$ cat src/common/cache_pkg.sv
package cache_pkg;

    // the processor gives word addresses of this width.
    localparam int addr_bits = 32;

    localparam int cache_bytes = 8192;
    localparam int line_bits = 128;
    localparam int word_bits = 32;

    localparam int num_lines = cache_bytes * 8 / line_bits;
    localparam int words_per_line = line_bits / word_bits;

    // an address splits into tag, index and word offset, from high bits to low.
    localparam int index_bits = $clog2(num_lines);
    localparam int offset_bits = $clog2(words_per_line);
    localparam int tag_bits = addr_bits - index_bits - offset_bits;

endpackage

$ cat src/common/mem_pkg.sv
package mem_pkg;

    localparam int mem_addr_bits = 32;
    localparam int mem_line_bits = 128;
    localparam int mem_word_bits = 32;

    // memory serves whole lines, so a line address has this many low bits at zero.
    localparam int mem_align_bits = $clog2(mem_line_bits / mem_word_bits);

endpackage

$ cat src/cache_core/miss_controller.sv
module miss_controller import cache_pkg::*, mem_pkg::*; (
    input  logic                     clk,
    input  logic                     rst,
    input  logic                     lookup,
    input  logic                     tag_match,
    input  logic [tag_bits-1:0]      tag,
    input  logic [index_bits-1:0]    index,
    input  logic                     mem_ready,
    output logic                     busy,
    output logic                     mem_req,
    output logic [mem_addr_bits-1:0] mem_addr,
    output logic                     fill_en,
    output logic                     resp_en,
    output logic                     resp_hit
);

    typedef enum logic {
        st_idle,
        st_wait_mem
    } state_t;

    state_t state;
    logic   miss_now;
    logic   busy_q;
    logic   fill_done;

    assign miss_now = lookup && !tag_match && (state == st_idle);

    // the line is taken in the same cycle that memory presents it.
    assign fill_en = (state == st_wait_mem) && mem_req && mem_ready;

    // a hit answers from the lookup cycle, a miss from the fill cycle.
    assign resp_en  = (lookup && tag_match) || fill_en;
    assign resp_hit = lookup && tag_match;

    // the lookup cycle of a miss already blocks the next strobe, so a second
    // request never lands on top of the pending one.
    assign busy = busy_q || miss_now;

    always_ff @(posedge clk or negedge rst) begin
        if (!rst) begin
            state     <= st_idle;
            busy_q    <= 1'b0;
            fill_done <= 1'b0;
            mem_req   <= 1'b0;
        end else begin
            fill_done <= fill_en;
            case (state)
                st_idle: begin
                    if (miss_now) begin
                        state  <= st_wait_mem;
                        busy_q <= 1'b1;
                    end else if (fill_done) begin
                        busy_q <= 1'b0;
                    end
                end
                st_wait_mem: begin
                    if (fill_en) begin
                        state   <= st_idle;
                        mem_req <= 1'b0;
                    end else begin
                        mem_req <= 1'b1;
                    end
                end
                default: begin
                    state <= st_idle;
                end
            endcase
        end
    end

    // busy drops one cycle after the fill, together with rdata_valid.
    // the address is taken when the miss is found and held while waiting.
    always_ff @(posedge clk) begin
        if (miss_now) begin
            mem_addr <= {tag, index, {mem_align_bits{1'b0}}};
        end
    end

endmodule

$ cat config.mk
export PLATFORM = sky130hd
export DESIGN_NAME = miss_controller
export DESIGN_NICKNAME = d
export VERILOG_FILES = /design/src/common/cache_pkg.sv /design/src/common/mem_pkg.sv /design/src/cache_core/miss_controller.sv
export SDC_FILE = /design/constraint.sdc
export NUM_CORES = 1
export LEC_CHECK = 0
export ABC_AREA = 1
export BUFFER_PORTS_ARGS = -buffer_cell sky130_fd_sc_hd__buf_4
export CAP_MARGIN = 20
export CORE_UTILIZATION = 43
export CTS_CLUSTER_SIZE = 16
export DETAILED_ROUTE_END_ITERATION = 10
export PLACE_DENSITY = 0.91
export SKIP_LAST_GASP = 1
export SYNTH_ARGS = -nofsm -noshare
export SYNTH_HDL_FRONTEND = slang
export SYNTH_SLANG_ARGS = --single-unit
$ cat constraint.sdc
create_clock -name clk -period 4.3 [get_ports clk]
set_clock_uncertainty 0.05 [all_clocks]
set_input_delay 0.86 -clock clk [delete_from_list [all_inputs] [get_ports clk]]
set_output_delay 0.86 -clock clk [all_outputs]
set_load 0.02 [all_outputs]
==> flow_summary.yaml <==
routing:
  routed_wire_length_per_instance_um: 11.9
  routedLengthMet1_um: 632
  routed-wl-met3_um: 301
  num_vias: 703
  routed-wl-met2_um: 961
  first_iter_violations: 5
  drc: 0
  viasPerCell: 4.37
  routed.top_layer: "met4"
  postRouteAntennaNets: 0
  totalWireLength_um: 1920
  first_pass_iteration_count_of_the_detailed_router: 3
synth:
  synth_area_leaders: "sky130_fd_sc_hd__edfxtp_1, sky130_fd_sc_hd__dfrtp_1, sky130_fd_sc_hd__nand2_1"
  syn_inst: 54
  post-synth-top-count-cell: "sky130_fd_sc_hd__edfxtp_1"
  synth.top_cell.area_share: 0.812
  proportion_of_synthesized_chip_area_in_sequential_cells: 0.902
  total_of_flip_flops_plus_latches_after_synthesis: 34
  synth_simple_gate_area_frac: 0.0485
  synth_top_cell_by_area: "sky130_fd_sc_hd__edfxtp_1"
  yosys.cell_types.count: 10
  synth_area_mm2: 0.00111
  post_synth.cell_area_avg_um2: 20.6
  synth_compound_area_frac: 0.0158
  ys_warns: 0
  synth-adder-area-share: 0
  synth_top_cells_by_count: "sky130_fd_sc_hd__edfxtp_1, sky130_fd_sc_hd__nand2_1, sky130_fd_sc_hd__dfrtp_1, sky130_fd_sc_hd__inv_1"
  synth_top_family_by_area: "simple AND/OR/NAND/NOR gates"
  edff_count_synth: 30
  synth_mux_area_frac: 0
  async_sr_flop_fraction: 0.118
  synth_ff_type: "sky130_fd_sc_hd__edfxtp_1"
  post_synth_xor_xnor_area: 0
global_routing:
  gr-total-overflow: 0
  grt_pass1_vias: 649
  grt_pass1_wl_um: 2840
  grt_max_degree: 31
  global_route.usage.total: 0.159
  antenna_found_initial: 0
timing:
  post-route-min-period_ns: 2.25
  finalHoldViolations: 0
  max_clock_freq_mhz: 444
  rsz0062_at_grt: "false"
  setup-tns-final_ns: 0
  timing.final.setup_violations: 0
  setup_ws_ns: 2.05
  slew_viol_final: 0
  worst_hold_slack_ns: 0.262
  final_min_period_over_clock_period: 0.524
critical_path:
  cp-endpoint: "busy"
  path_class: "in2out"
  cp_data_required_time_ns: 3.39
  critical_path.top_delay_family: "buffers and inverters"
  setup.reg_to_reg.worst_slack_ns: 2.86
  crit_path_frequent_cell: "sky130_fd_sc_hd__buf_4"
  cp_cell_sequence: "buf_4 > nand3b_4 > nand2_1 > buf_4"
  critical_path_depth: 4
  crit_buf_inv: 2
  cp-start-kind: "input pin"
  r2r.worst_path.cells: 4
  critPathCaptureType: "output port"
  startpoint_of_the_worst_register_to_register_path: "state$_DFF_PN0_"
  timing.critical_path.slowest_cell_delay_ns: 0.16
  worst_setup_path_startpoint: "tag_match"
  critical_path.max_fanout: 4
  reg2reg_to: "mem_addr[17]$_DFFE_PP_"
  arrival_ns: 1.34
  worst_path_max_delay_cell: "sky130_fd_sc_hd__nand3b_4"
floorplan:
  fp-row-count: 18
  fp.coreArea_mm2: 0.00245
  die-width_um: 52.8
  die_area_mm2: 0.00279
  initial_core_util: 0.452
  die-height_um: 52.8
  ioPinCount: 72
placement:
  dpl_worst_slack_ns: 1.89
  detailed_place_hpwl_um: 1450
  buffer_ports.inserted: 69
  placer_congestion: 0.673
  dp.cells: 152
cells_and_area:
  post_layout_nonfiller_instances: 161
  final_core_util: 0.705
  antennaDiodeCount: 0
  synthToLayoutAreaGrowth_pct: 55.9
  layout.filler_cells: 165
  design.final.nets: 165
  post_route_cells_drive_above_1_share: 0.603
clock_network:
  cts.clk_slew.worst_paths_ns: 0.09
  cts_tree: "yes"
  number_of_buffers_inserted_for_hold_repair_after_clock_tree_synthesis: 0
  root_buffer: "sky130_fd_sc_hd__clkbuf_4"
  clock_tree.buffer_depth: 2
  clock-sinks: 34
  tritoncts.num_buffers: 5
  cts.htree.levels: 2
  post-cts-setup-buffer-count: 0
  worstSkewPairLatency_ns: 0.32
  cts-resized-gates: 0
run_status:
  status: "finished clean"
flow_run:
  max_cap_viol_count: 0
hold_path:
  hold_path_class: "in2async"
power:
  vdd.ir_drop.worst_v: 0.000393
  power-per-cell-area_mw_per_mm2: 452
  power.static_leakage_nw: 0.775
## cell usage in the layout (no fill, tap or decap)
master                     netlist  routed
sky130_fd_sc_hd__clkbuf_4        0       5
sky130_fd_sc_hd__inv_1           4       4
sky130_fd_sc_hd__buf_4           2      69
sky130_fd_sc_hd__o21ai_2         2       2
sky130_fd_sc_hd__clkbuf_1        0       3
sky130_fd_sc_hd__buf_16          0       1
sky130_fd_sc_hd__dfrtp_1         4       4
sky130_fd_sc_hd__nor2_1          2       2
sky130_fd_sc_hd__nand3b_4        1       1
sky130_fd_sc_hd__inv_2           1       1
sky130_fd_sc_hd__conb_1          1       2
sky130_fd_sc_hd__nand2_1         7       7
sky130_fd_sc_hd__edfxtp_1       30      30
## power by group
part           leakage, nW  internal, W  switching (W)  total (W)
clock network       0.0265    0.0000651      0.0000925   0.000158
logic                0.424    0.0000868       0.000111   0.000198
registers            0.324     0.000410      0.0000172   0.000427
## area by class of cell
type	instances	area (µm²)	share of cell area
multi-input combinational	14	78.8	0.0456
clock buffer	8	48.8	0.0282
timing repair buffer	70	546	0.315
tap	30	37.5	0.0217
sequential	34	1000	0.578
inverter	5	18.8	0.0108
## through the flow
stage	total power, W	instance area (µm²)
2_1_floorplan	0.000534	1110
3_3_place_gp	0.000619	1650
3_5_place_dp	0.000626	1650
4_1_cts	0.000785	1700
5_1_grt	0.000826	1730
6_report	0.000783	1730
## routing by layer
metal | GRT usage | up-vias
li1 | - | 341
met1 | 0.146 | 309
met2 | 0.243 | 49
met3 | 0.122 | 4
met4 | 0.101 | 0
met5 | 0 | -
## cell families after synthesis
group,after synthesis
other cells,1
compound gates,2
flops,34
simple gates,10
buf+inv,7
## sequential cells by signal, summed over array words and instances (netlist names)
register   count
busy_q         1
fill_done      1
mem_addr      30
mem_req        1
state          1
## worst min path at each step
stage / slack, ns / to / from
after CTS: 0.25 / mem_req$_DFFE_PN0P_ / rst
final: 0.26 / state$_DFF_PN0_ / rst
after floorplan: 0.44 / busy_q$_DFFE_PN0P_ / busy_q$_DFFE_PN0P_
after global placement: 0.44 / mem_req$_DFFE_PN0P_ / mem_req$_DFFE_PN0P_
after global routing: 0.23 / mem_req$_DFFE_PN0P_ / rst
after detailed placement: 0.46 / mem_req$_DFFE_PN0P_ / mem_req$_DFFE_PN0P_
## worst reg2reg max path: cells and delay by family, from the launching register on
kind	cells	cell delay, ns
buffers and inverters	3	0.57
DFF	1	0.42
and+or+nand+nor	1	0.10
Power figures use the tool's default switching activity.
