**config.mk**
```make
export PLATFORM = sky130hd
export DESIGN_NAME = word_select
export DESIGN_NICKNAME = d
export VERILOG_FILES = /design/src/common/cache_pkg.sv /design/src/hw/word_select.sv
export SDC_FILE = /design/constraint.sdc
export NUM_CORES = 1
export LEC_CHECK = 0
export ABC_AREA = 1
export ABC_CLOCK_PERIOD_IN_PS = 1250
export BUFFER_PORTS_ARGS = -buffer_cell sky130_fd_sc_hd__buf_2
export CAP_MARGIN = 20
export CORE_ASPECT_RATIO = 1.5
export CORE_MARGIN = 5
export CORE_UTILIZATION = 33
export CTS_BUF_LIST = sky130_fd_sc_hd__clkbuf_16
export DETAILED_ROUTE_END_ITERATION = 8
export GPL_TIMING_DRIVEN = 0
export PLACE_DENSITY = 0.58
export SYNTH_ARGS = -nofsm -noshare
export SYNTH_HDL_FRONTEND = slang
export SYNTH_SLANG_ARGS = --single-unit
```
**constraint.sdc**
```tcl
create_clock -name clk -period 1.25 [get_ports clk]
set_input_delay 0.0625 -clock clk [delete_from_list [all_inputs] [get_ports clk]]
set_output_delay 0.0625 -clock clk [all_outputs]
set_load 0.1 [all_outputs]
```
**src/common/cache_pkg.sv**
```systemverilog
package cache_pkg;

    // the processor gives word addresses of this width.
    localparam int addr_bits = 32;

    localparam int cache_bytes = 8192;
    localparam int line_bits = 128;
    localparam int word_bits = 32;

    localparam int num_lines = cache_bytes * 8 / line_bits;
    localparam int words_per_line = line_bits / word_bits;

    // an address splits into tag, index and word offset, from high bits to low.
    localparam int index_bits = $clog2(num_lines);
    localparam int offset_bits = $clog2(words_per_line);
    localparam int tag_bits = addr_bits - index_bits - offset_bits;

endpackage

```
**src/hw/word_select.sv**
```systemverilog
module word_select import cache_pkg::*; (
    input  logic                   clk,
    input  logic                   rst,
    input  logic [offset_bits-1:0] offset,
    input  logic                   resp_en,
    input  logic                   resp_hit,
    input  logic [line_bits-1:0]   cache_line,
    input  logic [line_bits-1:0]   mem_line,
    output logic [word_bits-1:0]   data_out,
    output logic                   hit,
    output logic                   rdata_valid
);

    logic [line_bits-1:0] src_line;
    logic [word_bits-1:0] word;
    logic                 sel_valid;
    logic                 sel_hit;
    logic [word_bits-1:0] sel_word;

    assign src_line = resp_hit ? cache_line : mem_line;
    assign word     = src_line[offset*word_bits +: word_bits];

    // first stage catches the word while the line store still shows this
    // request, so the next hit may already be in the address parser.
    always_ff @(posedge clk or negedge rst) begin
        if (!rst) begin
            sel_valid <= 1'b0;
            sel_hit   <= 1'b0;
        end else begin
            sel_valid <= resp_en;
            sel_hit   <= resp_en && resp_hit;
        end
    end

    always_ff @(posedge clk) begin
        if (resp_en) begin
            sel_word <= word;
        end
    end

    always_ff @(posedge clk or negedge rst) begin
        if (!rst) begin
            data_out    <= '0;
            hit         <= 1'b0;
            rdata_valid <= 1'b0;
        end else begin
            rdata_valid <= sel_valid;
            if (sel_valid) begin
                data_out <= sel_word;
                hit      <= sel_hit;
            end
        end
    end

endmodule

```
==> metrics.txt, run 1 <==
CTS sink count=68; layout cells sized above 1=32.3%; Via density=4.35; Cell Chain, Critical Path=buf_2; Design Area, Final=7750 sq um; die area=20000 sq um; syn_area_per_cell=5.93 sq um; Synth top area share=27.5%; Worst path slowest cell=buf_2; clock power share=26.0%; Layout Nets=1526; Psw=0.00322 W; total number of vias=6466; Max Freq=837 MHz; max-cap violation count=0; Max Transition Viols Final=0; number of primary I/O pins=296; final hold slack=0.206 ns; DRT Pass-1 Iters=4; RSZ-0062 raised after global routing=yes; worst-skew pair later-pin latency=0.32 ns; Net Count, Synth=1220; outcome=complete, no violations; Final setup viols=0; clk_skew=0.00351 ns; Final Cycle Share=95.6%; delay-heaviest family, CP=buffers and inverters; DP Wirelength=18.4 mm; largest fanout on the critical path=2; pin count of the biggest net entering global routing=37; Hold Crit Class=input pin to flip-flop; Synth Register Bits=68; most common flop cell mapped by yosys=dfrtp_1; CTS H-tree lvls=3; Die W=117 microns; Logic pwr share=39.3%; Async SR Flop Fraction=52.9%; maximum clock insertion buffer count=2; Worst Path Required=1.19 ns; cts bufs inserted=9; wirelength, routed=21.9 mm; slowest stage delay, CP=0.43 ns; Buf/Inv on CP=1; sequential share of power=34.7%; EDFF count, synth=32; Syn-to-layout area delta=36.3%; list of most frequent post-synthesis cells=417 x nand2_1, 258 x inv_1, 128 x nand3_1; Synth cell types=11; crit start category=flip-flop; Synth area leaders=nand2_1 28%, inv_1 17%, edfxtp_1 17%; Worst Setup End Kind=output port; first-pass GRT wire length=32.7 mm; Power Internal=0.00489 W; VDD IR max=0.000926 V; clock slew at the register clock pins of the worst setup and hold paths=0.05 ns; Port Buffer Count=294; leakage power=5.06 nW; critical path data arrival time=1.13 ns; drt first-iter violations=231; CTS root buf=clkbuf_16; drc violations=0; Final min period=1.20 ns; CTS tree=built; largest area contributor in the netlist=nand2_1; Core ar.=16800 sq um; per-cell routed wire length=14.7 microns; register area share after synthesis=32.7%; Die Y=171 microns; initial core utilization=33.8%; remaining global-route overflow=0; initial antenna violation count=8; sw frac=39.7%; antenna-violating nets left=0; fin util=46.0%; top-count cell post-synth=nand2_1; Yosys warning total=0; Placed Area=7460 sq um; Final Hold Vio Count=0; Mapped Area=5690 sq um; Power Density=1050 nW/um^2; vias in the first global route=6272; Worst-Margin Slew=0.786 ns; routability cong.=0.938; num rows=58; Syn Inst Count=958; Overall Global Routing Usage=21.5%; crit path kind=flip-flop to output port; Slew HR=47.6%
-- metal layers --
layer / wire length, microns / global-route usage (%)
met1: 8550 / 26.1
met3: 1320 / 3.04
met4: 612 / 8.33
met2: 11400 / 37.9
met5: 7 / 0
-- flip-flops by register name, summed over array words and instances, names as in the netlist --
signal / cells
sel_hit: 1
hit: 1
sel_valid: 1
sel_word: 32
rdata_valid: 1
data_out: 32
-- through the flow --
stage / cells / setup slack, ns / setup TNS (ns) / power, W
after floorplan: 958 / 0.123 / 0 / 0.00506
after global placement: 1462 / -0.209 / -4.85 / 0.00604
after detailed placement: 1462 / -0.213 / -5.41 / 0.00606
after CTS: 1479 / -0.0307 / -0.688 / 0.00821
after global routing: 1486 / -0.00366 / -0.00366 / 0.00857
final: 1486 / 0.0548 / 0 / 0.00811
-- kinds of logic (layout without fill, tap and decap cells) --
logic type / after synthesis / after routing / share of synthesized area (%)
buf+inv: 312 / 623 / 21.9
mux: 33 / 33 / 6.54
flops: 68 / 68 / 32.7
simple gates: 545 / 545 / 38.8
other cells: 0 / 7 / 0
-- what timing repair did --
action | in CTS | in global routing
hold buffers | 1 | 0
setup endpoints to repair | 30 | 30
buffers inserted | 0 | 0
gates resized for setup | 0 | 6
endpoints found under the hold margin | 36 | 0
-- path summary, 6_finish.rpt --
path / from / slack, ns / cells after the start / end
max in group asynchronous: rst / 0.33 / 2 / data_out[13]
worst max register to register: sel_valid / 0.06 / 3 / data_out[14]
worst min-delay path: offset[1] / 0.21 / 3 / sel_word[0]
worst min register to register: sel_valid / 0.38 / 0 / rdata_valid
worst max-delay path: data_out[25] / 0.05 / 1 / data_out[25]
min in group asynchronous: rst / 0.36 / 2 / data_out[27]
-- cell type report --
type	count	area (sq um)
clock buffers	9	225
diodes	7	17.5
plain buffers	52	278
well taps	210	263
repair buffers	295	1480
clock inverters	7	27.5
fillers	1961	9090
flip-flops and latches	68	1900
inverters	260	976
multi-input cells	578	2580
-- cell usage in the layout, fill, tap and decap left out, drive strengths merged --
cell         instances
diode                7
buf                341
nand3              128
edfxtp              32
clkbuf              14
clkinv               5
dlygate4sd3          1
mux2                33
nand2              417
inv                262
dfrtp               36
-- power by group through the flow --
| stage | clock [W] | sequential [W] | combinational, W |
|---|---|---|---|
| 2_1_floorplan | 0 | 0.00405 | 0.00101 |
| 3_3_place_gp | 0 | 0.00285 | 0.00319 |
| 3_5_place_dp | 0 | 0.00286 | 0.00320 |
| 4_1_cts | 0.00218 | 0.00282 | 0.00321 |
| 5_1_grt | 0.00227 | 0.00285 | 0.00345 |
| 6_report | 0.00211 | 0.00281 | 0.00319 |
(Power assumes the default switching activity.)
==> run 2: changes to the inputs <==
==> constraint.sdc (replaced) <==
create_clock -name clk -period 1.25 [get_ports clk]
set_input_delay 0.125 -clock clk [delete_from_list [all_inputs] [get_ports clk]]
set_output_delay 0.125 -clock clk [all_outputs]
set_load 0.1 [all_outputs]
==> run 2 against run 1 <==
Net effect:
- worst hold slack gained 0.068 ns
- core utilization grew 0.43 points
- clock-buffer cell count is the same
- total power grew 0.90%
- largest power group unchanged
==> metrics.txt, run 2 (synthesized netlist as in run 1, its figures left out) <==
outcome=complete, no violations; largest fanout on the critical path=2; sequential share of power=34.4%; filler instances=1948; VDD IR max=0.000983 V; Final Hold Vio Count=0; commonest non-fill, non-tap cell in the layout=nand2_1; layout cells sized above 1=32.5%; critical path data arrival time=1.10 ns; Worst-Margin Slew=0.787 ns; commonest cells after routing, fill and taps aside=417 x nand2_1, 290 x buf_2, 260 x inv_1; maximum clock insertion buffer count=2; pin count of the biggest net entering global routing=37; initial antenna violation count=8; die area=20000 sq um; highest routing layer actually used=met5; slowest stage delay, CP=0.42 ns; Die W=117 microns; DP Wirelength=18.4 mm; Layout Nets=1526; Final min period=1.22 ns; delay-heaviest family, CP=buffers and inverters; number of primary I/O pins=296; Hold Crit Class=input pin to flip-flop; RSZ-0062 raised after global routing=yes; first-pass GRT wire length=32.7 mm; antenna-violating nets left=0; clock slew at the register clock pins of the worst setup and hold paths=0.05 ns; per-cell routed wire length=14.7 microns; CTS H-tree lvls=3; leakage power=5.09 nW; worst flop-to-flop path startpoint=sel_valid; drc violations=0; Core ar.=16800 sq um; fin util=46.5%; Final Cycle Share=97.7%; Slew HR=47.5%; Overall Global Routing Usage=21.5%; initial core utilization=33.8%; max-cap violation count=0; Buf/Inv on CP=1; Die Y=171 microns; Post-CTS Setup Inserts=0; Max Freq=819 MHz; Via density=4.33; DP Cell Count=1462; Hold Crit Start=cache_line[63]; Psw=0.00322 W; CTS root buf=clkbuf_16; Max Transition Viols Final=0; crit start category=flip-flop; Worst Path Required=1.12 ns; cts bufs inserted=9; DR WL met2=11.4 mm; Port Buffer Count=294; num rows=58; non-filler instance count after layout=1486; sw frac=39.4%; final worst setup slack=0.0286 ns; Met3 Wirelength=1.20 mm; Worst path slowest cell=buf_2; CTS sink count=68; R2R Setup Slk=0.06 ns; vias in the first global route=6265; Syn-to-layout area delta=37.6%; crit path kind=flip-flop to output port; DRT Pass-1 Iters=4; pre-CTS setup slack=-0.275 ns; routability cong.=0.938; clk_skew=0.00333 ns; Power Density=1050 nW/um^2; CTS tree=built; remaining global-route overflow=0; clock power share=25.8%; Final setup viols=0; Overall Power=0.00818 W; Cell Chain, Critical Path=buf_2; worst-skew pair later-pin latency=0.32 ns; Power Internal=0.00496 W; total number of vias=6435; wirelength, routed=21.8 mm; Worst Setup End Kind=output port; drt first-iter violations=226; final hold slack=0.274 ns; Top Registers=data_out (32), sel_word (32); Critical Path Source=data_out[13]; M1 wire length=8.63 mm; Logic pwr share=39.8%
-- run 2: cell types whose count changed in the layout (fill, tap and decap cells not counted) --
cell / before / now
buf_2: 318 / 290
clkbuf_4: 0 / 21
buf_4: 14 / 21
buf_1: 9 / 7
clkbuf_2: 0 / 2
-- run 2: power by group through the flow --
stage | sequential (W) | combinational, W | clock [W]
finish | 0.00282 | 0.00325 | 0.00211
global route | 0.00285 | 0.00352 | 0.00227
CTS | 0.00282 | 0.00323 | 0.00218
detailed placement | 0.00286 | 0.00320 | 0
global placement | 0.00285 | 0.00319 | 0
floorplan | 0.00405 | 0.00101 | 0
-- run 2: metal layers --
| metal | track usage, % | vias to the layer above |
|---|---|---|
| li1 | - | 3389 |
| met1 | 26.1 | 2823 |
| met2 | 37.9 | 188 |
| met3 | 3.04 | 33 |
| met4 | 8.33 | 2 |
| met5 | 0 | - |
-- run 2: worst register-to-register path, cell delays in order (launching register included) --
cell	delay (ns)
dfrtp_1	0.34
buf_2	0.17
buf_4	0.21
mux2_2	0.35
-- run 2: final timing paths --
kind,endpoint,depth (start not counted)
setup / recovery,data_out[13],1
hold / removal,sel_word[31],7
setup reg to reg,data_out[14],3
hold reg to reg,rdata_valid,0
max in group asynchronous,data_out[13],2
min in group asynchronous,data_out[27],2
-- run 2: area by class of cell --
class / count / area [sq um] / share of cell area (%)
clock buffers: 9 / 225 / 2.88
inverters: 260 / 976 / 12.5
diodes: 7 / 17.5 / 0.224
clock inverters: 7 / 27.5 / 0.352
multi-input cells: 578 / 2580 / 33.0
well taps: 210 / 263 / 3.36
flip-flops and latches: 68 / 1900 / 24.3
plain buffers: 52 / 288 / 3.68
repair buffers: 295 / 1540 / 19.7
-- run 2: repair_timing --
| item | CTS | global route |
|---|---|---|
| setup endpoints to repair | 37 | 53 |
| hold endpoints to repair | 36 | 0 |
| pin swaps | 0 | 0 |
| gates resized for setup | 7 | 29 |
| cloned | 0 | 0 |
| hold buffers | 1 | 0 |
-- run 2: stage by stage --
stage          setup TNS, ns  cell area (sq um)
2_1_floorplan              0               5730
3_3_place_gp           -6.85               7460
3_5_place_dp           -7.41               7460
4_1_cts               -0.688               7740
5_1_grt             -0.00366               7820
6_report                   0               7820
