### src/common/cache_pkg.sv
package cache_pkg;

    // the processor gives word addresses of this width.
    localparam int addr_bits = 32;

    localparam int cache_bytes = 8192;
    localparam int line_bits = 128;
    localparam int word_bits = 32;

    localparam int num_lines = cache_bytes * 8 / line_bits;
    localparam int words_per_line = line_bits / word_bits;

    // an address splits into tag, index and word offset, from high bits to low.
    localparam int index_bits = $clog2(num_lines);
    localparam int offset_bits = $clog2(words_per_line);
    localparam int tag_bits = addr_bits - index_bits - offset_bits;

endpackage

### src/hw/addr_parser.sv
module addr_parser import cache_pkg::*; (
    input  logic                   clk,
    input  logic                   rst,
    input  logic                   read_en,
    input  logic                   busy,
    input  logic [addr_bits-1:0]   addr,
    output logic [tag_bits-1:0]    tag,
    output logic [index_bits-1:0]  index,
    output logic [offset_bits-1:0] offset,
    output logic                   lookup
);

    logic accept;

    // a strobe that arrives while a miss is pending is dropped here.
    assign accept = read_en && !busy;

    always_ff @(posedge clk or negedge rst) begin
        if (!rst) begin
            lookup <= 1'b0;
        end else begin
            lookup <= accept;
        end
    end

    // the fields hold until the next accepted request, which keeps them
    // stable for the fill and the memory address during a miss.
    always_ff @(posedge clk) begin
        if (accept) begin
            tag    <= addr[addr_bits-1 -: tag_bits];
            index  <= addr[offset_bits +: index_bits];
            offset <= addr[offset_bits-1:0];
        end
    end

endmodule

### config.mk
export PLATFORM = sky130hd
export DESIGN_NAME = addr_parser
export DESIGN_NICKNAME = d
export VERILOG_FILES = /design/src/common/cache_pkg.sv /design/src/hw/addr_parser.sv
export SDC_FILE = /design/constraint.sdc
export NUM_CORES = 1
export LEC_CHECK = 0
export ABC_AREA = 1
export BUFFER_PORTS_ARGS = -buffer_cell sky130_fd_sc_hd__buf_2
export CAP_MARGIN = 20
export CORE_AREA = 5 5 60 62
export CTS_CLUSTER_DIAMETER = 40
export DETAILED_ROUTE_END_ITERATION = 16
export DIE_AREA = 0 0 65 67
export HOLD_SLACK_MARGIN = 0.08
export PLACE_DENSITY = 0.67
export SLEW_MARGIN = 20
export SYNTH_ARGS = -nofsm -noshare
export SYNTH_HDL_FRONTEND = slang
export SYNTH_SLANG_ARGS = --single-unit
### constraint.sdc
create_clock -name clk -period 0.8 [get_ports clk]
set_input_delay 0.04 -clock clk [delete_from_list [all_inputs] [get_ports clk]]
set_output_delay 0.04 -clock clk [all_outputs]
set_load 0.01 [all_outputs]
==> metrics.txt, run 1 <==
Num Clock Sinks 33; ratio of cells with drive above 1 in the final layout 53.7%; PortBufs 68; Storage cell area 986 um2; Final WS setup -0.114 ns; Final period util 114%; Design Power 3.35 mW; CTS tree yes; CP peak stage delay 0.40 ns; Final Hold Fails 0; final net count 182; fillcell total 215; Required @ worst endpoint 0.76 ns; Startpoint Class flip-flop; drt pass-1 iters 2; Antenna Nets Post-Route 0; post-synth top area share 96.5%; CP delay by family, top flip-flops; run status finished with violations; RSZ-0062 raised after global routing yes; Peak VDD IR 1.28 mV; DRC 0; largest net degree at the start of global routing 22; via count 728; final WL 2590 um; number of max-cap violations 0; pre-CTS setup slack -0.0855 ns; Die H 67 um; routability cong. 0.665; fin. max-slew vios 0; WP data arrival 0.87 ns; diode count 0; post-synthesis register bit count 33; slew margin rel. 89.7%; Critical Path Fanout Max 1; CORE AREA 2980 um2; Post-CTS Setup Repair Bufs 0; Reg clk slew, reported paths 0.10 ns; Net Count, Synth 71; H-tree levels 2; CP Cell Sequence buf_2; DRT iter0 DRCs 16; hold buffers post-CTS 34; Seq/Total Area, Yosys 99.0%; HP Class primary input to flip-flop; global-route wire length before repair 4040 um; most frequent cells in the layout 67 x buf_2, 34 x dlygate4sd3_1, 32 x edfxtp_1, 5 x clkbuf_4; static leakage 0.784 nW; I/O pin cnt 69; CTS max path bufs 2; highest-delay cell along the critical path edfxtp_1; final setup violation count 33; Worst setup EP type output pin; Starting Density 33.4%; CTS Buf Count 5; DPL Wire Length 1640 um; Post-Syn Area 996 um2; Fin Hold WS 0.0609 ns; largest area contributor in the netlist edfxtp_1; Synth Warn # 0; synthesized instance count 35; area occupied by multi-input gates 11.3 um2; row count 20; failing checks negative setup slack; P per Cell Area 1830 nW/um2; Avg WL per Cell 14.4 um; Critical path buffers and inverters 1; chip width 65 um; Layout area overhead 84.0%; fmax 1.09 GHz; Least-Margin Pin Slew 0.154 ns; mean number of vias per cell 4.04; vias in the first global route 855; Synth cell types 4; final setup TNS -2.47 ns; Die Area 4360 um2; syn_area_per_cell 28.5 um2; commonest non-fill, non-tap cell in the layout buf_2; top cells by area in the synthesized netlist edfxtp_1 96%, dfrtp_1 2.5%, nor2_2 0.63%; WS Path Type flip-flop to output pin; grt ovf 0; fin crit period 0.914 ns; Total GRT Usage 13.4%; Final Core Density 61.6%; Root Buffer clkbuf_4; initial antenna violation count 0
-- sequential cells by signal, summed over array words and instances (netlist names) --
| register | cells |
|---|---|
| index | 9 |
| lookup | 1 |
| offset | 2 |
| tag | 21 |
-- kinds of logic (layout without fill, tap and decap cells) --
family                 count (synthesis)  count (layout)  synth area share (%)
AND/OR/NAND/NOR                        1               1                 0.629
buffers and inverters                  1             113                 0.377
flip-flops                            33              33                  99.0
-- timing repair --
| action | 4_1_cts | 5_1_grt |
|---|---|---|
| gates resized for setup | 0 | 1 |
| endpoints found under the setup margin | 33 | 33 |
| hold endpoints to repair | 34 | 1 |
-- through the flow --
stage	area [um2]	instances
final	1830	180
after global routing	1830	180
after CTS	1830	180
after detailed placement	1440	138
after global placement	1440	138
after floorplan	1010	35
-- cell usage after synthesis, drive strengths merged --
library cell and n:
dfrtp 1, nor2 1, inv 1, edfxtp 32
-- path summary, 6_finish.rpt --
check                                    start  cells after the start                to  slack [ns]
max                        offset[1]$_DFFE_PP_                      1         offset[1]       -0.11
min                                       busy                      3  lookup$_DFF_PN0_        0.06
min in group asynchronous                  rst                      3  lookup$_DFF_PN0_        0.55
max in group asynchronous                  rst                      3  lookup$_DFF_PN0_        0.16
-- power by group --
group          internal (mW)  switching [mW]  total, mW
registers               2.02          0.0288       2.05
clock network          0.334           0.508      0.843
logic                  0.265           0.189      0.454
total                   2.62           0.726       3.35
-- area by class of cell --
cell class | instances | share of cell area [%]
multi-input cells | 1 | 0.614
well taps | 33 | 2.25
clock inverters | 2 | 0.546
flip-flops and latches | 33 | 53.8
inverters | 1 | 0.887
clock buffers | 6 | 2.25
repair buffers | 104 | 39.7
-- routing by layer --
metal / wire (um) / track usage, % / vias to the layer above
met1: 977 / 13.5 / 317
met4: 9 / 4.75 / 0
met3: 310 / 8.60 / 2
li1: - / - / 364
met5: 0 / 0 / -
met2: 1300 / 22.5 / 45
Power figures use the tool's default switching activity.
==> run 2: changes to the inputs <==
PLACE_DENSITY = not set   (was 0.67)
PLACE_DENSITY_LB_ADDON = 0.12   (was not set)
REMOVE_ABC_BUFFERS = 1   (was not set)
==> run 2 against run 1 <==
The run still ends with negative setup slack left; worst hold slack better by 0.13 ns; critical path depth is the same; largest power group unchanged; combinational power down 2%; critical path type unchanged; maximum frequency rose by 2.1%; critical endpoint is now index[2]; total power shrank 0.57%; non-clock buffer count is 1 higher; first-iteration DRC count unchanged.
==> metrics.txt, run 2 (synthesis gave the netlist of run 1 again) <==
final net count 183; Total GRT Usage 12.4%; Reg clk slew, reported paths 0.09 ns; Peak VDD IR 1.02 mV; Critical Path Fanout Max 1; ratio of cells with drive above 1 in the final layout 52.7%; Avg WL per Cell 13.4 um; diode count 0; Num Clock Sinks 33; CP peak stage delay 0.39 ns; final setup violation count 33; fin. max-slew vios 0; max FFs per register 21; min-delay src busy; Design Power 3.33 mW; CTS max path bufs 2; slew margin rel. 89.9%; DRC 0; Startpoint Class flip-flop; Final Hold Fails 0; initial antenna violation count 0; most frequent cells in the layout 68 x buf_2, 35 x dlygate4sd3_1, 32 x edfxtp_1, 5 x clkbuf_4; CTS Buf Count 5; DPL Wire Length 1530 um; RSZ-0062 raised after global routing yes; fmax 1.12 GHz; largest net degree at the start of global routing 18; global-route wire length before repair 3780 um; highest-delay cell along the critical path edfxtp_1; Die Area 4360 um2; Worst setup EP type output pin; Critical path buffers and inverters 1; Root Buffer clkbuf_4; WS Path Type flip-flop to output pin; mean number of vias per cell 4.12; via count 746; row count 20; WP data arrival 0.85 ns; routability cong. 0.627; Regs by FF count tag (21), index (9), offset (2); critical path startpoint index[2]$_DFFE_PP_; H-tree levels 2; grt ovf 0; Die H 67 um; Antenna Nets Post-Route 0; commonest non-fill, non-tap cell in the layout buf_2; HP Class primary input to flip-flop; CORE AREA 2980 um2; DRT iter0 DRCs 16; Final period util 112%; number of max-cap violations 0; Post-CTS Setup Repair Bufs 0; drt pass-1 iters 4; chip width 65 um; CTS tree yes; Fin Hold WS 0.189 ns; fin crit period 0.894 ns; Least-Margin Pin Slew 0.150 ns; Required @ worst endpoint 0.76 ns; Final WS setup -0.0945 ns; # resized after CTS 0; failing checks negative setup slack; PortBufs 68; run status finished with violations; Starting Density 33.4%; Layout area overhead 83.2%; CP delay by family, top flip-flops; static leakage 0.787 nW; I/O pin cnt 69; final WL 2420 um; vias in the first global route 824; P per Cell Area 1820 nW/um2; Largest Register tag; CP Cell Sequence buf_2
==> run 2: changes by cell type in the layout (fill, tap and decap cells not counted) <==
cell | before | now
buf_2 | 67 | 68
buf_6 | 1 | 0
dlygate4sd3_1 | 34 | 35
inv_1 | 0 | 1
inv_12 | 1 | 0
==> run 2: worst paths after layout <==
kind	slack, ns	end	depth (start not counted)
max in group asynchronous	0.15	lookup$_DFF_PN0_	3
max	-0.09	index[2]	1
min in group asynchronous	0.55	lookup$_DFF_PN0_	3
min	0.19	tag[13]$_DFFE_PP_	3
==> run 2: repair_timing <==
item / CTS / global route
endpoints found under the hold margin: 34 / 0
setup endpoints to repair: 33 / 33
hold buffers: 35 / 0
cloned: 0 / 0
==> run 2: cell type report <==
| type | count | area (um2) |
|---|---|---|
| clock buffer | 6 | 41.3 |
| clock inverter | 2 | 10.0 |
| fill | 236 | 1150 |
| inverter | 1 | 3.75 |
| multi-input combinational | 1 | 11.3 |
| sequential | 33 | 986 |
| tap | 33 | 41.3 |
| timing repair buffer | 105 | 731 |
==> run 2: through the flow <==
stage                     utilization (%)  TNS, ns  cells  setup slack [ns]  cell area [um2]
after floorplan                         -   -17.01     35            -0.521              996
final                                61.3    -2.22    181           -0.0945             1820
after CTS                            61.3    -3.08    181            -0.123             1820
after global routing                 61.3    -4.68    181            -0.175             1820
after global placement               47.8        0    138            0.0180             1420
after detailed placement             47.8        0    138           0.00945             1420
==> run 2: per-layer routing <==
layer	global-route usage [%]	part of all wire [%]	vias up
li1	-	-	364
met2	21.6	53	41
met4	4.75	1.5	0
met3	8.26	11	5
met1	11.4	35	336
met5	0	0	-
==> run 2: where the power goes <==
part	leakage, nW	internal (mW)	total [mW]	switching, mW
registers	0.313	2.02	2.04	0.0233
logic	0.441	0.263	0.444	0.181
clock network	0.0320	0.334	0.840	0.506
==> run 2: tightest hold or removal path, cell delays in order <==
cell	delay [ns]
buf_2	0.10
nor2_4	0.05
buf_12	0.14
==> run 3: changes to the inputs <==
==> constraint.sdc (replaced) <==
create_clock -name clk -period 0.8 [get_ports clk]
set_input_delay 0.12 -clock clk [delete_from_list [all_inputs] [get_ports clk]]
set_output_delay 0.12 -clock clk [all_outputs]
set_load 0.01 [all_outputs]
==> run 3 against run 2 <==
The run still ends with negative setup slack left; non-clock buffer count fell by 1; critical path depth did not move; global-route usage fell by 0.18 points; sequential power barely moved; via count fell by 0.40%; combinational power fell by 0.9%; sequential share of layout area rose by 0.30 points; die area did not move; critical path type unchanged; critical endpoint unchanged; largest cell class unchanged; highest routed layer unchanged.
==> metrics.txt, run 3 (synthesis gave the netlist of run 1 again) <==
Switching Share 21.3%; ratio of cells with drive above 1 in the final layout 53.1%; clock share of power 25.2%; PortBufs 68; final setup TNS -4.84 ns; Final WS setup -0.174 ns; Least-Margin Pin Slew 0.150 ns; final net count 182; static leakage 0.781 nW; Final Hold Fails 0; CTS max path bufs 2; routability cong. 0.627; Startpoint Class flip-flop; Avg WL per Cell 13.4 um; Root Buffer clkbuf_4; Layout area overhead 82.2%; DRC 0; grt ovf 0; max FFs per register 21; HP Class primary input to flip-flop; Die Area 4360 um2; initial antenna violation count 0; CP Cell Sequence buf_2; Layout Cells excl Fill 180; DRT iter0 DRCs 23; via count 743; diode count 0; fmax 1.03 GHz; WS Path Type flip-flop to output pin; Critical path buffers and inverters 1; Critical Path Fanout Max 1; Comb power frac 13.3%; P per Cell Area 1830 nW/um2; Required @ worst endpoint 0.68 ns; CP peak stage delay 0.39 ns; sequential group share of total power 61.5%; CP delay by family, top flip-flops; Regs by FF count tag (21), index (9), offset (2); WP data arrival 0.85 ns; Final period util 122%; fin. max-slew vios 0; Reg clk slew, reported paths 0.09 ns; DPL Wire Length 1530 um; Die H 67 um; P_int 2.61 mW; Num Clock Sinks 33; mean number of vias per cell 4.13; post-placement cell count 138; pre-CTS setup slack -0.0706 ns; Largest Register tag; vias in the first global route 823; I/O pin cnt 69; failing checks negative setup slack; switching power 708 uW; global-route wire length before repair 3730 um; slew margin rel. 90.0%; H-tree levels 2; fin crit period 0.974 ns; final setup violation count 33; Total GRT Usage 12.2%; run status finished with violations; Peak VDD IR 1.02 mV; chip width 65 um; Starting Density 33.4%; Worst setup EP type output pin; largest net degree at the start of global routing 18; CTS Buf Count 5; CORE AREA 2980 um2; highest-delay cell along the critical path edfxtp_1; most frequent cells in the layout 68 x buf_2, 34 x dlygate4sd3_1, 32 x edfxtp_1, 5 x clkbuf_4; CTS tree yes; number of max-cap violations 0; Antenna Nets Post-Route 0; Final Core Density 60.9%; commonest non-fill, non-tap cell in the layout buf_2; drt pass-1 iters 4; row count 20; final WL 2420 um; RSZ-0062 raised after global routing yes
[run 3: changes by cell type in the layout (fill, tap and decap cells not counted), sizes merged]
| cell | previous run | this run |
|---|---|---|
| dlygate4sd3 | 35 | 34 |
[run 3: power groups by stage]
stage	Clock, mW	Combinational (mW)	Sequential (mW)
2_1_floorplan	0	0.0250	2.15
3_3_place_gp	0	0.310	2.08
3_5_place_dp	0	0.314	2.08
4_1_cts	0.897	0.438	2.04
5_1_grt	1.00	0.478	2.05
6_report	0.838	0.440	2.04
[run 3: final timing paths]
check / startpoint / endpoint / cells after the start
setup / recovery: index[2]$_DFFE_PP_ / index[2] / 1
hold / removal: busy / lookup$_DFF_PN0_ / 3
max in group asynchronous: rst / lookup$_DFF_PN0_ / 3
min in group asynchronous: rst / lookup$_DFF_PN0_ / 3
[run 3: area by class of cell]
| cell class | count | area, um2 |
|---|---|---|
| multi-input combinational | 1 | 11.3 |
| timing repair buffer | 104 | 721 |
| clock inverter | 2 | 10.0 |
| tap | 33 | 41.3 |
| inverter | 1 | 3.75 |
| sequential | 33 | 986 |
| fill | 233 | 1160 |
| clock buffer | 6 | 41.3 |
[run 3: what timing repair did]
| item | in CTS | in global routing |
|---|---|---|
| setup endpoints to repair | 33 | 33 |
| hold endpoints to repair | 33 | 1 |
| hold buffers | 33 | 1 |
| buffers inserted | 0 | 0 |
| gates resized for setup | 0 | 0 |
| pin swaps | 0 | 0 |
[run 3: routing by layer]
| metal | vias to the layer above | GRT usage [%] | wire length (um) |
|---|---|---|---|
| li1 | 361 | - | - |
| met1 | 336 | 11.1 | 807 |
| met2 | 41 | 21.3 | 1300 |
| met3 | 5 | 8.26 | 271 |
| met4 | 0 | 4.75 | 36 |
| met5 | - | 0 | 0 |
[run 3: metrics by stage]
stage | hold slack (ns) | area [um2] | power (mW)
6_report | 0.140 | 1810 | 3.32
5_1_grt | 0.0966 | 1810 | 3.53
4_1_cts | 0.0802 | 1800 | 3.38
3_5_place_dp | -0.101 | 1420 | 2.40
3_3_place_gp | -0.105 | 1420 | 2.39
2_1_floorplan | -0.176 | 996 | 2.18
